File: src/ice51_defines.svh
`ifndef ICE51_DEFINES_SVH
`define ICE51_DEFINES_SVH

// clock cycles per uart bit
`define ICE51_SAMPLE          104

// code memory address width
`define ICE51_CADDR_W         9

// first opcode executed after loading
`define ICE51_RESET_PC        3

////////////////////////////////////////
// movx i/o map

`define ICE51_TX_STATUS_ADDR  16'h0200   // bit 0 reads tx busy
`define ICE51_TX_DATA_ADDR    16'h0201   // write starts a tx frame

`endif

File: src/ice51_io_pkg.sv
`include "ice51_defines.svh"

package ice51_io_pkg;

   // code memory port, loader writes and sequencer reads
   typedef struct packed {
      logic                      wr;
      logic [`ICE51_CADDR_W-1:0] addr;
      logic [7:0]                data;
   } code_bus_s;

   typedef enum logic [1:0] {
      RX_IDLE  = 2'b00,
      RX_START = 2'b01,   // wait for mid start bit
      RX_DATA  = 2'b11,
      RX_STOP  = 2'b10
   } uart_rx_state_e;

   typedef enum logic [1:0] {
      TX_IDLE  = 2'b00,
      TX_START = 2'b01,
      TX_SEND  = 2'b10
   } uart_tx_state_e;

endpackage

File: src/ice51_isa_pkg.sv
package ice51_isa_pkg;

   // kept opcodes, register groups listed with rn = 0
   typedef enum logic [7:0] {
      OP_LJMP   = 8'h02,
      OP_INCR   = 8'h08,
      OP_DECA   = 8'h14,
      OP_ADDAI  = 8'h24,
      OP_ADDAR  = 8'h28,
      OP_RLC    = 8'h33,
      OP_JC     = 8'h40,
      OP_JNC    = 8'h50,
      OP_JZ     = 8'h60,
      OP_XRLAI  = 8'h64,
      OP_MOVAI  = 8'h74,
      OP_MOVRI  = 8'h78,
      OP_SJMP   = 8'h80,
      OP_MOVDP  = 8'h90,
      OP_SUBBAI = 8'h94,
      OP_SUBBAR = 8'h98,
      OP_CJNERI = 8'hB8,
      OP_CLRC   = 8'hC3,
      OP_MOVXAD = 8'hE0,
      OP_CLRA   = 8'hE4,
      OP_MOVAR  = 8'hE8,
      OP_MOVXDA = 8'hF0,
      OP_MOVRA  = 8'hF8
   } opcode_e;

   typedef struct packed {
      logic [4:0] grp;   // upper five opcode bits
      logic [2:0] rn;    // working register index
   } op_grp_s;

   // one opcode byte seen whole or as group plus register
   typedef union packed {
      opcode_e op;
      op_grp_s g;
   } op_u;

   typedef enum logic [1:0] {LEN_1 = 2'd1, LEN_2 = 2'd2, LEN_3 = 2'd3} len_e;

   typedef enum logic [3:0] {
      ALU_PASS, ALU_ADD, ALU_SUBB, ALU_XRL, ALU_DEC,
      ALU_CLR, ALU_RLC, ALU_LDREG, ALU_LDSTAT
   } alu_e;

   typedef enum logic [2:0] {
      BR_NONE, BR_SJMP, BR_LJMP, BR_JC, BR_JNC, BR_JZ, BR_CJNE
   } branch_e;

   typedef enum logic [1:0] {RSRC_IMM, RSRC_ACC, RSRC_INC} regsrc_e;

   typedef struct packed {
      len_e    len;
      alu_e    alu;
      logic    alu_src_imm;   // operand from first byte, else rn
      logic    carry_upd;
      logic    carry_clr;
      logic    reg_wr;
      regsrc_e reg_src;
      logic    acc_wr;
      logic    dptr_load;
      logic    movx_rd;
      logic    movx_wr;
      branch_e branch;
   } dec_s;

endpackage

File: src/ice51_datapath.sv
`timescale 1ns/1ns
`include "ice51_defines.svh"

module ice51_datapath
   import ice51_isa_pkg::*;
(
   input  logic       i_clk,
   input  logic       i_nrst,
   input  logic       i_execute,
   input  dec_s       i_dec,
   input  op_u        i_op,
   input  logic [7:0] i_opnd1,
   input  logic [7:0] i_opnd2,
   input  logic       i_tx_busy,
   output logic [7:0] o_acc,
   output logic       o_branch_taken,
   output logic       o_tx_send,
   output logic [7:0] o_tx_byte
);
   logic [7:0]  bank [8];   // r0..r7
   logic [7:0]  acc;
   logic [7:0]  acc_next;
   logic        carry;
   logic        carry_next;
   logic [15:0] dptr;
   logic [7:0]  reg_sel;
   logic [7:0]  reg_next;
   logic [7:0]  operand;
   logic [8:0]  subb_res;
   logic        status_hit;
   logic        data_hit;
   logic        cond;

   assign reg_sel  = bank[i_op.g.rn];
   assign operand  = i_dec.alu_src_imm ? i_opnd1 : reg_sel;
   assign subb_res = {1'b0, acc} - {1'b0, operand} - {8'd0, carry};   // bit 8 is the borrow

   ////////////////////////////////////////
   // accumulator and carry

   always_comb begin
      case (i_dec.alu)
         ALU_PASS:   acc_next = operand;
         ALU_ADD:    acc_next = acc + operand;
         ALU_SUBB:   acc_next = subb_res[7:0];
         ALU_XRL:    acc_next = acc ^ operand;
         ALU_DEC:    acc_next = acc - 8'd1;
         ALU_CLR:    acc_next = 8'h00;
         ALU_RLC:    acc_next = {acc[6:0], carry};
         ALU_LDREG:  acc_next = reg_sel;
         ALU_LDSTAT: acc_next = {7'd0, i_dec.movx_rd & status_hit & i_tx_busy};
         default:    acc_next = acc;
      endcase
   end

   always_comb begin
      if (i_dec.carry_clr) carry_next = 1'b0;
      else if (i_dec.alu == ALU_SUBB) carry_next = subb_res[8];
      else if (i_dec.alu == ALU_RLC) carry_next = acc[7];
      else carry_next = (reg_sel < i_opnd1);   // cjne borrow
   end

   always_comb begin
      case (i_dec.reg_src)
         RSRC_IMM: reg_next = i_opnd1;
         RSRC_ACC: reg_next = acc;
         default:  reg_next = reg_sel + 8'd1;
      endcase
   end

   always_ff @(posedge i_clk or negedge i_nrst) begin
      if (!i_nrst) begin
         acc   <= 8'h00;
         carry <= 1'b0;
         dptr  <= 16'h0000;
      end else if (i_execute) begin
         if (i_dec.acc_wr) acc <= acc_next;
         if (i_dec.carry_upd) carry <= carry_next;
         if (i_dec.dptr_load) dptr <= {i_opnd1, i_opnd2};   // high byte comes first
      end
   end

   always_ff @(posedge i_clk) begin
      if (i_execute && i_dec.reg_wr) bank[i_op.g.rn] <= reg_next;
   end

   ////////////////////////////////////////
   // branch condition and i/o

   // zero test on acc happens in the sequencer
   always_comb begin
      case (i_dec.branch)
         BR_SJMP, BR_LJMP: cond = 1'b1;
         BR_JC:            cond = carry;
         BR_JNC:           cond = ~carry;
         BR_CJNE:          cond = (reg_sel != i_opnd1);
         default:          cond = 1'b0;
      endcase
   end

   assign status_hit     = (dptr == `ICE51_TX_STATUS_ADDR);
   assign data_hit       = (dptr == `ICE51_TX_DATA_ADDR);
   assign o_branch_taken = i_execute & cond;
   assign o_tx_send      = i_execute & i_dec.movx_wr & data_hit;
   assign o_tx_byte      = acc;
   assign o_acc          = acc;

endmodule

File: src/ice51_decoder.sv
`timescale 1ns/1ns

module ice51_decoder
   import ice51_isa_pkg::*;
(
   input  op_u  i_op,
   output dec_s o_dec
);
   opcode_e grp_base;
   opcode_e key;

   // register groups fold onto their rn = 0 opcode
   assign grp_base = opcode_e'({i_op.g.grp, 3'b000});

   always_comb begin
      if (grp_base inside {OP_INCR, OP_ADDAR, OP_MOVRI, OP_SUBBAR, OP_CJNERI, OP_MOVAR, OP_MOVRA})
         key = grp_base;
      else
         key = i_op.op;
   end

   always_comb begin
      case (key)
         OP_LJMP, OP_MOVDP, OP_CJNERI:                            o_dec.len = LEN_3;
         OP_ADDAI, OP_SUBBAI, OP_XRLAI, OP_MOVAI, OP_MOVRI,
         OP_SJMP, OP_JC, OP_JNC, OP_JZ:                           o_dec.len = LEN_2;
         default:                                                 o_dec.len = LEN_1;
      endcase

      case (key)
         OP_ADDAI, OP_ADDAR:   o_dec.alu = ALU_ADD;
         OP_SUBBAI, OP_SUBBAR: o_dec.alu = ALU_SUBB;
         OP_XRLAI:             o_dec.alu = ALU_XRL;
         OP_DECA:              o_dec.alu = ALU_DEC;
         OP_CLRA:              o_dec.alu = ALU_CLR;
         OP_RLC:               o_dec.alu = ALU_RLC;
         OP_MOVAR:             o_dec.alu = ALU_LDREG;
         OP_MOVXAD:            o_dec.alu = ALU_LDSTAT;
         default:              o_dec.alu = ALU_PASS;
      endcase

      case (key)
         OP_SJMP:   o_dec.branch = BR_SJMP;
         OP_LJMP:   o_dec.branch = BR_LJMP;
         OP_JC:     o_dec.branch = BR_JC;
         OP_JNC:    o_dec.branch = BR_JNC;
         OP_JZ:     o_dec.branch = BR_JZ;
         OP_CJNERI: o_dec.branch = BR_CJNE;
         default:   o_dec.branch = BR_NONE;
      endcase

      o_dec.alu_src_imm = key inside {OP_ADDAI, OP_SUBBAI, OP_XRLAI, OP_MOVAI};
      o_dec.acc_wr      = key inside {OP_ADDAI, OP_ADDAR, OP_SUBBAI, OP_SUBBAR, OP_XRLAI,
                                      OP_DECA, OP_CLRA, OP_RLC, OP_MOVAI, OP_MOVAR, OP_MOVXAD};
      o_dec.carry_upd   = key inside {OP_SUBBAI, OP_SUBBAR, OP_RLC, OP_CLRC, OP_CJNERI};
      o_dec.carry_clr   = (key == OP_CLRC);
      o_dec.reg_wr      = key inside {OP_INCR, OP_MOVRI, OP_MOVRA};
      o_dec.reg_src     = (key == OP_INCR)  ? RSRC_INC :
                          (key == OP_MOVRA) ? RSRC_ACC : RSRC_IMM;
      o_dec.dptr_load   = (key == OP_MOVDP);
      o_dec.movx_rd     = (key == OP_MOVXAD);
      o_dec.movx_wr     = (key == OP_MOVXDA);   // anything unlisted runs as a nop
   end

endmodule

File: src/ice51_sequencer.sv
`timescale 1ns/1ns
`include "ice51_defines.svh"

module ice51_sequencer
   import ice51_isa_pkg::*;
(
   input  logic                      i_clk,
   input  logic                      i_nrst,
   input  logic                      i_load_done,
   input  logic [7:0]                i_code_data,
   input  dec_s                      i_dec,
   input  logic                      i_branch_taken,
   input  logic [7:0]                i_acc,
   output op_u                       o_op,
   output logic [7:0]                o_opnd1,
   output logic [7:0]                o_opnd2,
   output logic                      o_decode0,
   output logic                      o_execute,
   output logic [`ICE51_CADDR_W-1:0] o_code_addr
);
   localparam int           W        = `ICE51_CADDR_W;
   localparam logic [W-1:0] RESET_PC = W'(`ICE51_RESET_PC);

   typedef enum logic [2:0] {S_FETCH, S_DECODE0, S_DECODE1, S_DECODE2, S_EXECUTE} seq_state_e;

   seq_state_e state;
   seq_state_e state_next;
   op_u        op_q;
   logic [W-1:0] pc;
   logic [W-1:0] pc_next;
   logic [W-1:0] rel_tgt;
   logic [W-1:0] abs_tgt;
   logic [7:0]   rel;
   logic         taken;

   ////////////////////////////////////////
   // instruction state machine

   always_comb begin
      state_next = state;
      case (state)
         S_FETCH:   if (i_load_done) state_next = S_DECODE0;
         S_DECODE0: state_next = (i_dec.len == LEN_1) ? S_EXECUTE : S_DECODE1;
         S_DECODE1: state_next = (i_dec.len == LEN_3) ? S_DECODE2 : S_EXECUTE;
         S_DECODE2: state_next = S_EXECUTE;
         default:   state_next = S_FETCH;
      endcase
   end

   assign o_op      = (state == S_DECODE0) ? op_u'(i_code_data) : op_q;   // opcode byte arrives
   assign o_decode0 = (state == S_DECODE0);
   assign o_execute = (state == S_EXECUTE);

   always_ff @(posedge i_clk or negedge i_nrst) begin
      if (!i_nrst) begin
         state   <= S_FETCH;
         op_q    <= '0;
         o_opnd1 <= 8'h00;
         o_opnd2 <= 8'h00;
         pc      <= RESET_PC;
      end else begin
         state <= state_next;
         pc    <= pc_next;
         if (state == S_DECODE0) op_q <= o_op;
         if (state == S_DECODE1) o_opnd1 <= i_code_data;   // second byte
         if (state == S_DECODE2) o_opnd2 <= i_code_data;   // third byte
      end
   end

   ////////////////////////////////////////
   // program counter

   // offset is always the last instruction byte
   assign rel     = (i_dec.len == LEN_3) ? o_opnd2 : o_opnd1;
   assign rel_tgt = pc + {{(W-8){rel[7]}}, rel};   // pc already past the instruction
   assign abs_tgt = W'({o_opnd1, o_opnd2});

   // jz looks at the accumulator here
   assign taken = i_branch_taken | (o_execute & (i_dec.branch == BR_JZ) & (i_acc == 8'h00));

   always_comb begin
      pc_next = pc;
      case (state)
         S_FETCH:   if (i_load_done) pc_next = pc + 1'b1;
         S_DECODE0: if (i_dec.len != LEN_1) pc_next = pc + 1'b1;
         S_DECODE1: if (i_dec.len == LEN_3) pc_next = pc + 1'b1;
         S_EXECUTE: if (taken) pc_next = (i_dec.branch == BR_LJMP) ? abs_tgt : rel_tgt;
         default:   pc_next = pc;
      endcase
   end

   assign o_code_addr = pc;   // next byte to read

endmodule

File: src/ice51_top.sv
`timescale 1ns/1ns
`include "ice51_defines.svh"

module ice51_top
   import ice51_isa_pkg::*, ice51_io_pkg::*;
(
   input  logic       i_clk,
   input  logic       i_nrst,
   input  logic       i_uart_rx,
   output logic       o_uart_tx,
   output code_bus_s  o_code,
   input  logic [7:0] i_code_data
);
   code_bus_s                 ld_code;
   code_bus_s                 seq_code;
   logic                      load_done;
   logic                      seq_run;
   op_u                       op;
   dec_s                      dec;
   logic [7:0]                opnd1;
   logic [7:0]                opnd2;
   logic                      execute;
   logic [`ICE51_CADDR_W-1:0] code_addr;
   logic                      branch_taken;
   logic [7:0]                acc;
   logic                      tx_send;
   logic [7:0]                tx_byte;
   logic                      tx_busy;

   ////////////////////////////////////////
   // code bus ownership

   // last loader write still owns the bus
   assign seq_run  = load_done & ~ld_code.wr;
   assign seq_code = '{wr: 1'b0, addr: code_addr, data: 8'h00};
   assign o_code   = seq_run ? seq_code : ld_code;

   ice51_uart_loader u_loader (.i_clk, .i_nrst, .i_uart_rx,
      .o_code(ld_code), .o_load_done(load_done));

   ice51_decoder u_dec (.i_op(op), .o_dec(dec));

   ice51_sequencer u_seq (.i_clk, .i_nrst, .i_load_done(seq_run), .i_code_data,
      .i_dec(dec), .i_branch_taken(branch_taken), .i_acc(acc), .o_op(op),
      .o_opnd1(opnd1), .o_opnd2(opnd2), .o_decode0(), .o_execute(execute),
      .o_code_addr(code_addr));

   ice51_datapath u_dp (.i_clk, .i_nrst, .i_execute(execute), .i_dec(dec), .i_op(op),
      .i_opnd1(opnd1), .i_opnd2(opnd2), .i_tx_busy(tx_busy), .o_acc(acc),
      .o_branch_taken(branch_taken), .o_tx_send(tx_send), .o_tx_byte(tx_byte));

   ice51_uart_tx u_tx (.i_clk, .i_nrst, .i_send(tx_send), .i_byte(tx_byte),
      .o_busy(tx_busy), .o_uart_tx);

endmodule

File: src/ice51_uart_loader.sv
`timescale 1ns/1ns
`include "ice51_defines.svh"

module ice51_uart_loader
   import ice51_io_pkg::*;
(
   input  logic      i_clk,
   input  logic      i_nrst,
   input  logic      i_uart_rx,
   output code_bus_s o_code,
   output logic      o_load_done
);
   localparam int               CNT_W = $clog2(`ICE51_SAMPLE + 1);
   localparam logic [CNT_W-1:0] FULL  = CNT_W'(`ICE51_SAMPLE);
   localparam logic [CNT_W-1:0] HALF  = CNT_W'(`ICE51_SAMPLE / 2);

   uart_rx_state_e            state;
   uart_rx_state_e            state_next;
   logic                      rx_q;
   logic [CNT_W-1:0]          cnt;
   logic                      cnt_clr;
   logic                      full;
   logic                      half;
   logic                      done;
   logic                      done_q;
   logic [7:0]                shreg;
   logic [`ICE51_CADDR_W-1:0] wr_addr;

   assign full    = (cnt == FULL);
   assign half    = (cnt == HALF);
   assign done    = (state == RX_STOP) & full;   // stop bit sample
   assign cnt_clr = (state == RX_IDLE) | ((state == RX_START) & half) |
                    (((state == RX_DATA) | (state == RX_STOP)) & full);

   always_comb begin
      state_next = state;
      case (state)
         RX_IDLE:  if (!rx_q) state_next = RX_START;
         RX_START: if (half) state_next = RX_DATA;
         RX_DATA:  if (full && shreg[0]) state_next = RX_STOP;   // marker reached bit 0
         default:  if (full) state_next = RX_IDLE;
      endcase
   end

   always_ff @(posedge i_clk or negedge i_nrst) begin
      if (!i_nrst) begin
         rx_q    <= 1'b1;
         state   <= RX_IDLE;
         cnt     <= '0;
         wr_addr <= '0;
         done_q  <= 1'b0;
      end else begin
         rx_q    <= i_uart_rx;
         state   <= state_next;
         cnt     <= cnt_clr ? '0 : cnt + 1'b1;
         wr_addr <= wr_addr + {{(`ICE51_CADDR_W-1){1'b0}}, done};
         done_q  <= o_load_done;
      end
   end

   // lsb first, marker bit rides ahead of the data
   always_ff @(posedge i_clk) begin
      if (state == RX_IDLE && !rx_q) shreg <= 8'h80;
      else if (state == RX_DATA && full) shreg <= {rx_q, shreg[7:1]};
   end

   assign o_load_done = done_q | (done & (wr_addr == '1));   // wrap after 512 frames
   assign o_code.wr   = done & ~done_q;
   assign o_code.addr = wr_addr;
   assign o_code.data = shreg;

endmodule

File: src/ice51_uart_tx.sv
`timescale 1ns/1ns
`include "ice51_defines.svh"

module ice51_uart_tx
   import ice51_io_pkg::*;
(
   input  logic       i_clk,
   input  logic       i_nrst,
   input  logic       i_send,
   input  logic [7:0] i_byte,
   output logic       o_busy,
   output logic       o_uart_tx
);
   localparam int               CNT_W = $clog2(`ICE51_SAMPLE + 1);
   localparam logic [CNT_W-1:0] FULL  = CNT_W'(`ICE51_SAMPLE);

   uart_tx_state_e   state;
   uart_tx_state_e   state_next;
   logic [CNT_W-1:0] cnt;
   logic [3:0]       bit_cnt;
   logic [7:0]       shreg;
   logic             tick;
   logic             finish;
   logic             load;

   assign tick   = (cnt == FULL);
   assign finish = tick & (bit_cnt == 4'd10);   // start, 8 data, 2 stop periods
   assign load   = (state == TX_IDLE) & i_send;   // busy sends dropped

   always_comb begin
      state_next = state;
      case (state)
         TX_IDLE:  if (load) state_next = TX_START;
         TX_START: if (tick) state_next = TX_SEND;
         default:  if (finish) state_next = TX_IDLE;
      endcase
   end

   always_ff @(posedge i_clk or negedge i_nrst) begin
      if (!i_nrst) begin
         state   <= TX_IDLE;
         cnt     <= '0;
         bit_cnt <= '0;
      end else begin
         state   <= state_next;
         cnt     <= (state == TX_IDLE || tick) ? '0 : cnt + 1'b1;
         bit_cnt <= finish ? 4'd0 : bit_cnt + {3'd0, tick};
      end
   end

   // msb first, ones shifted in form the stop level
   always_ff @(posedge i_clk) begin
      if (load) shreg <= i_byte;
      else if (state == TX_SEND && tick) shreg <= {shreg[6:0], 1'b1};
   end

   assign o_busy    = (state != TX_IDLE);
   assign o_uart_tx = (state == TX_IDLE) | ((state == TX_SEND) & shreg[7]);

endmodule
File: config.mk
export PLATFORM = sky130hd
export DESIGN_NAME = ice51_top
export DESIGN_NICKNAME = d
export VERILOG_FILES = /design/src/ice51_io_pkg.sv /design/src/ice51_isa_pkg.sv /design/src/ice51_datapath.sv /design/src/ice51_decoder.sv /design/src/ice51_sequencer.sv /design/src/ice51_top.sv /design/src/ice51_uart_loader.sv /design/src/ice51_uart_tx.sv
export VERILOG_INCLUDE_DIRS = /design/src /design/src/src
export SDC_FILE = /design/constraint.sdc
export NUM_CORES = 1
export LEC_CHECK = 0
export BUFFER_PORTS_ARGS = -buffer_cell sky130_fd_sc_hd__buf_2
export CAP_MARGIN = 20
export CELL_PAD_IN_SITES_DETAIL_PLACEMENT = 1
export CELL_PAD_IN_SITES_GLOBAL_PLACEMENT = 1
export CORE_MARGIN = 2
export CORE_UTILIZATION = 43
export CTS_BUF_LIST = sky130_fd_sc_hd__clkbuf_4 sky130_fd_sc_hd__clkbuf_8 sky130_fd_sc_hd__clkbuf_16
export CTS_CLUSTER_DIAMETER = 40
export DETAILED_ROUTE_END_ITERATION = 6
export PLACE_DENSITY = 0.78
export SLEW_MARGIN = 20
export SYNTH_ARGS = -nofsm -noshare
export SYNTH_HDL_FRONTEND = slang
export SYNTH_SLANG_ARGS = --single-unit
File: constraint.sdc
create_clock -name i_clk -period 6.4 [get_ports i_clk]
set_input_delay 0.32 -clock i_clk [delete_from_list [all_inputs] [get_ports i_clk]]
set_output_delay 0.32 -clock i_clk [all_outputs]
set_load 0.02 [all_outputs]
==> results.tsv <==
stage	metric	value	unit
clock_tree	Resize count post-CTS	0	
worst_setup_path	startpoint types	flip-flop	
drt	Vias	8356	
die	die area	0.0255	mm^2
sta	total negative slack	0	ns
layout	most frequent cells in the layout	91 x dfrtp_1, 90 x nor2_1, 89 x nand2_1, 72 x edfxtp_1, 71 x inv_1	
clock_tree	Worst-path clk slew	0.08	ns
logic_synthesis	Syn Std Cell Area	0.0104	mm^2
sta	final hold vios	0	
worst_setup_path	Bufs and invs on worst path	2	
outcome	status	complete, no violations	
pwr	clock power share	45.7	%
pwr	fraction of power consumed by sequential logic	48.0	%
grt	largest net degree at the start of global routing	56	
clock_tree	Clock Tree Buf Depth	2	
placed_design	post-DP HPWL	21.8	mm
worst_setup_path	crit-path max FO	19	
pwr	switching pwr	652	uW
grt	antenna violations before repair	0	
worst_setup_path	Largest stage delay, worst path	0.89	ns
worst_setup_path	family with the most delay on the worst path	compound AO/OA/AOI/OAI gates	
clock_tree	CTS H-tree depth	4	
worst_setup_path	Setup crit end kind	flip-flop	
layout	growth of design area from synthesis to finish	11.0	%
die	Initial Utilization	44.1	%
logic_synthesis	EDFF count, synth	72	
clock_tree	Num CTS Buffers	17	
logic_synthesis	register area share after synthesis	44.9	%
logic_synthesis	Main synth FF type	dfrtp_1	
sta	Period Utilization, post-route	86.5	%
clock_tree	CTS root buffer	clkbuf_16	
logic_synthesis	Ys Warns	0	
logic_synthesis	Mapped Cells	1042	
worst_setup_path	WP data required	6.77	ns
sta	Slew headroom	22.3	%
sta	Final WS setup	0.863	ns
pwr	LEAKAGE	4.68	nW
drt	antenna-violating nets left	0	
worst_setup_path	Slowest-stage cell, CP	mux2i_1	
pwr	pwr/cell area	216	mW/mm^2
logic_synthesis	Syn Area/Cell	9.99	um^2
worst_setup_path	CP arrival	5.90	ns
drt	DR top layer	met4	
pwr	sw frac	26.1	%
sta	Worst Skew	0.0188	ns
clock_tree	CTS tree	built	
sta	Max Transition Viols Final	0	
placed_design	PortBufs	29	
grt	Congestion Overflow GR	0	
clock_tree	Hold Buf Count CTS	2	
clock_tree	Setup Fix Bufs, Post-CTS	0	
worst_setup_path	CP Cell Sequence	or3b_1, mux2i_1, nand4_1, o221ai_1, buf_4, mux2_2, ha_1, inv_1, fa_1, nor2b_1, o21ai_0, a21boi_0, o21ai_0, nand2b_1, a31oi_1, xor3_1, o21ai_0, a21oi_1, o21ai_0	
drt	routed len/inst	21.7	um
drt	Routed WL	30.3	mm
drt	wire length on met1	13.6	mm
worst_hold_path	Hold Crit Class	in2reg	
drt	vias per cell	5.98	
die	die span in x	160	um
die	Core ar.	0.0236	mm^2
sta	Slew @ Worst Pin	1.15	ns
sta	Max Clock Freq	181	MHz
die	row count	56	
logic_synthesis	Post-Syn Nets	1111	
layout	Fill cells	2671	
die	DIE HEIGHT	160	um
placed_design	pre-CTS setup slack	1.03	ns
drt	WL met2	14.5	mm
drt	DR WL met3	1.29	mm
drt	1st-pass router iterations	6	
logic_synthesis	Synth area leader	dfrtp_1	
layout	most common cell after layout, fill and taps aside	dfrtp_1	
drt	number of DRC markers in iteration 0	628	
worst_setup_path	Worst path most repeated cell	o21ai_0	
logic_synthesis	register bit total from synthesis	174	
clock_tree	clk_lat worst skew	0.45	ns
worst_setup_path	critical path type	reg2reg	
layout	diodes inserted	0	
clock_tree	clk sinks	174	
sta	minimum clock period	5.54	ns
pwr	Peak supply drop	0.149	mV
sta	RSZ-0062 raised after global routing	false	
pwr	internal cell power	1.84	mW
grt	All-Layer GR Usage	24.4	%
logic_synthesis	synth top area cells	dfrtp_1 22%, edfxtp_1 21%, ha_1 6.5%	
logic_synthesis	top-area cell type share of the netlist area	21.9	%
drt	drt drc	0	
placed_design	routability cong.	0.933	
sta	Setup Viol. Count Final	0	
logic_synthesis	asr flop ratio synth	54.0	%
logic_synthesis	Distinct cells, synth	78	
die	I/O Pins	30	
flow_run	Max Cap Violations	0	
layout	Layout Nets	1135	
pwr	Combinational Power Share	6.3	%
layout	layout cells sized above 1	12.5	%
grt	vias in the first global route	8796	
grt	global-route wire length before repair	49.1	mm
## worst register-to-register path, cell delays in order (launching register included)
cell      delay (ns)
dfrtp_1         0.48
or3b_1          0.79
mux2i_1         0.89
nand4_1         0.36
o221ai_1        0.27
buf_4           0.26
mux2_2          0.36
ha_1            0.20
inv_1           0.07
fa_1            0.18
nor2b_1         0.06
o21ai_0         0.22
a21boi_0        0.15
o21ai_0         0.19
nand2b_1        0.11
a31oi_1         0.19
xor3_1          0.24
o21ai_0         0.16
a21oi_1         0.08
o21ai_0         0.17
## layer usage
layer  global-route usage [%]  up-vias
met5                        0        -
met4                     8.93        0
met3                     3.74       55
met2                     41.3      207
met1                     31.9     4234
li1                         -     3860
## logic make-up after synthesis
| family | count (synthesis) | share of synthesized area, % |
|---|---|---|
| fa+ha+maj | 58 | 7.26 |
| compound gates | 233 | 14.9 |
| simple gates | 339 | 16.3 |
| mux | 77 | 8.10 |
| xor+xnor | 47 | 4.10 |
| flops | 174 | 44.9 |
| buf+inv | 114 | 4.43 |
## power groups by stage
stage | sequential (mW) | clock [mW] | combinational [mW]
2_1_floorplan | 1.21 | 0 | 0.107
3_3_place_gp | 1.22 | 0 | 0.151
3_5_place_dp | 1.22 | 0 | 0.157
4_1_cts | 1.20 | 1.16 | 0.161
5_1_grt | 1.20 | 1.20 | 0.181
6_report | 1.20 | 1.14 | 0.157
## synth_stat cells (all sizes together) (9+ instances only)
| cell type | n |
|---|---|
| a21o | 11 |
| a21oi | 40 |
| a22oi | 22 |
| and3 | 9 |
| buf | 14 |
| clkbuf | 27 |
| dfrtp | 91 |
| edfxtp | 72 |
| ha | 54 |
| inv | 72 |
| mux2 | 45 |
| mux2i | 32 |
| nand2 | 89 |
| nand3 | 30 |
| nand3b | 12 |
| nand4 | 19 |
| nor2 | 90 |
| nor2b | 22 |
| nor3 | 20 |
| o21ai | 71 |
| xnor2 | 27 |
| xor2 | 19 |
## final cells by class
class	instances	area [um^2]	share of cell area, %
sequential	174	4680	40.5
clock inverter	14	213	1.84
tap	319	399	3.45
multi-input combinational	754	5280	45.7
timing repair buffer	46	280	2.43
inverter	73	274	2.37
clock buffer	18	433	3.75
## stage by stage
stage | total power, mW | instances | area, um^2 | utilization, % | hold WS, ns
global route | 2.58 | 1398 | 11600 | 48.9 | 0.225
global placement | 1.37 | 1364 | 10900 | 46.1 | 0.335
detailed placement | 1.38 | 1364 | 10900 | 46.1 | 0.337
floorplan | 1.32 | 1042 | 10400 | - | 0.0244
CTS | 2.52 | 1398 | 11600 | 48.9 | 0.197
finish | 2.50 | 1398 | 11600 | 48.9 | 0.222
## sequential cells by signal, summed over array words and instances (netlist names)
| name | cells |
|---|---|
| u_dp.bank | 64 |
| u_loader.shreg | 8 |
| u_loader.done_q | 1 |
| u_loader.state | 2 |
| u_seq.op_q | 8 |
| u_dp.dptr | 16 |
| u_seq.state | 3 |
| u_tx.shreg | 8 |
| u_loader.wr_addr | 9 |
| u_loader.rx_q | 1 |
| u_tx.state | 2 |
| u_seq.o_opnd1 | 8 |
| u_tx.bit_cnt | 4 |
| u_seq.o_opnd2 | 8 |
| u_seq.o_code_addr | 9 |
| u_dp.carry | 1 |
| u_dp.o_acc | 8 |
| u_tx.cnt | 7 |
| u_loader.cnt | 7 |
## final timing paths
path / startpoint / endpoint / slack (ns) / cells after the start
hold reg to reg: u_loader.wr_addr[7]$_DFF_PN0_ / u_loader.wr_addr[7]$_DFF_PN0_ / 0.50 / 1
min in group asynchronous: i_nrst / u_dp.o_acc[2]$_DFFE_PN0P_ / 0.39 / 2
max in group asynchronous: i_nrst / u_seq.o_opnd1[6]$_DFFE_PN0N_ / 4.91 / 3
hold / removal: i_code_data[5] / u_seq.o_opnd1[5]$_DFFE_PN0N_ / 0.22 / 3
setup reg to reg: u_seq.state[2]$_DFFE_PN0P_ / u_seq.o_code_addr[8]$_DFFE_PN0P_ / 0.86 / 19
setup / recovery: u_seq.state[2]$_DFFE_PN0P_ / u_seq.o_code_addr[8]$_DFFE_PN0P_ / 0.86 / 19
(Power assumes the default switching activity.)
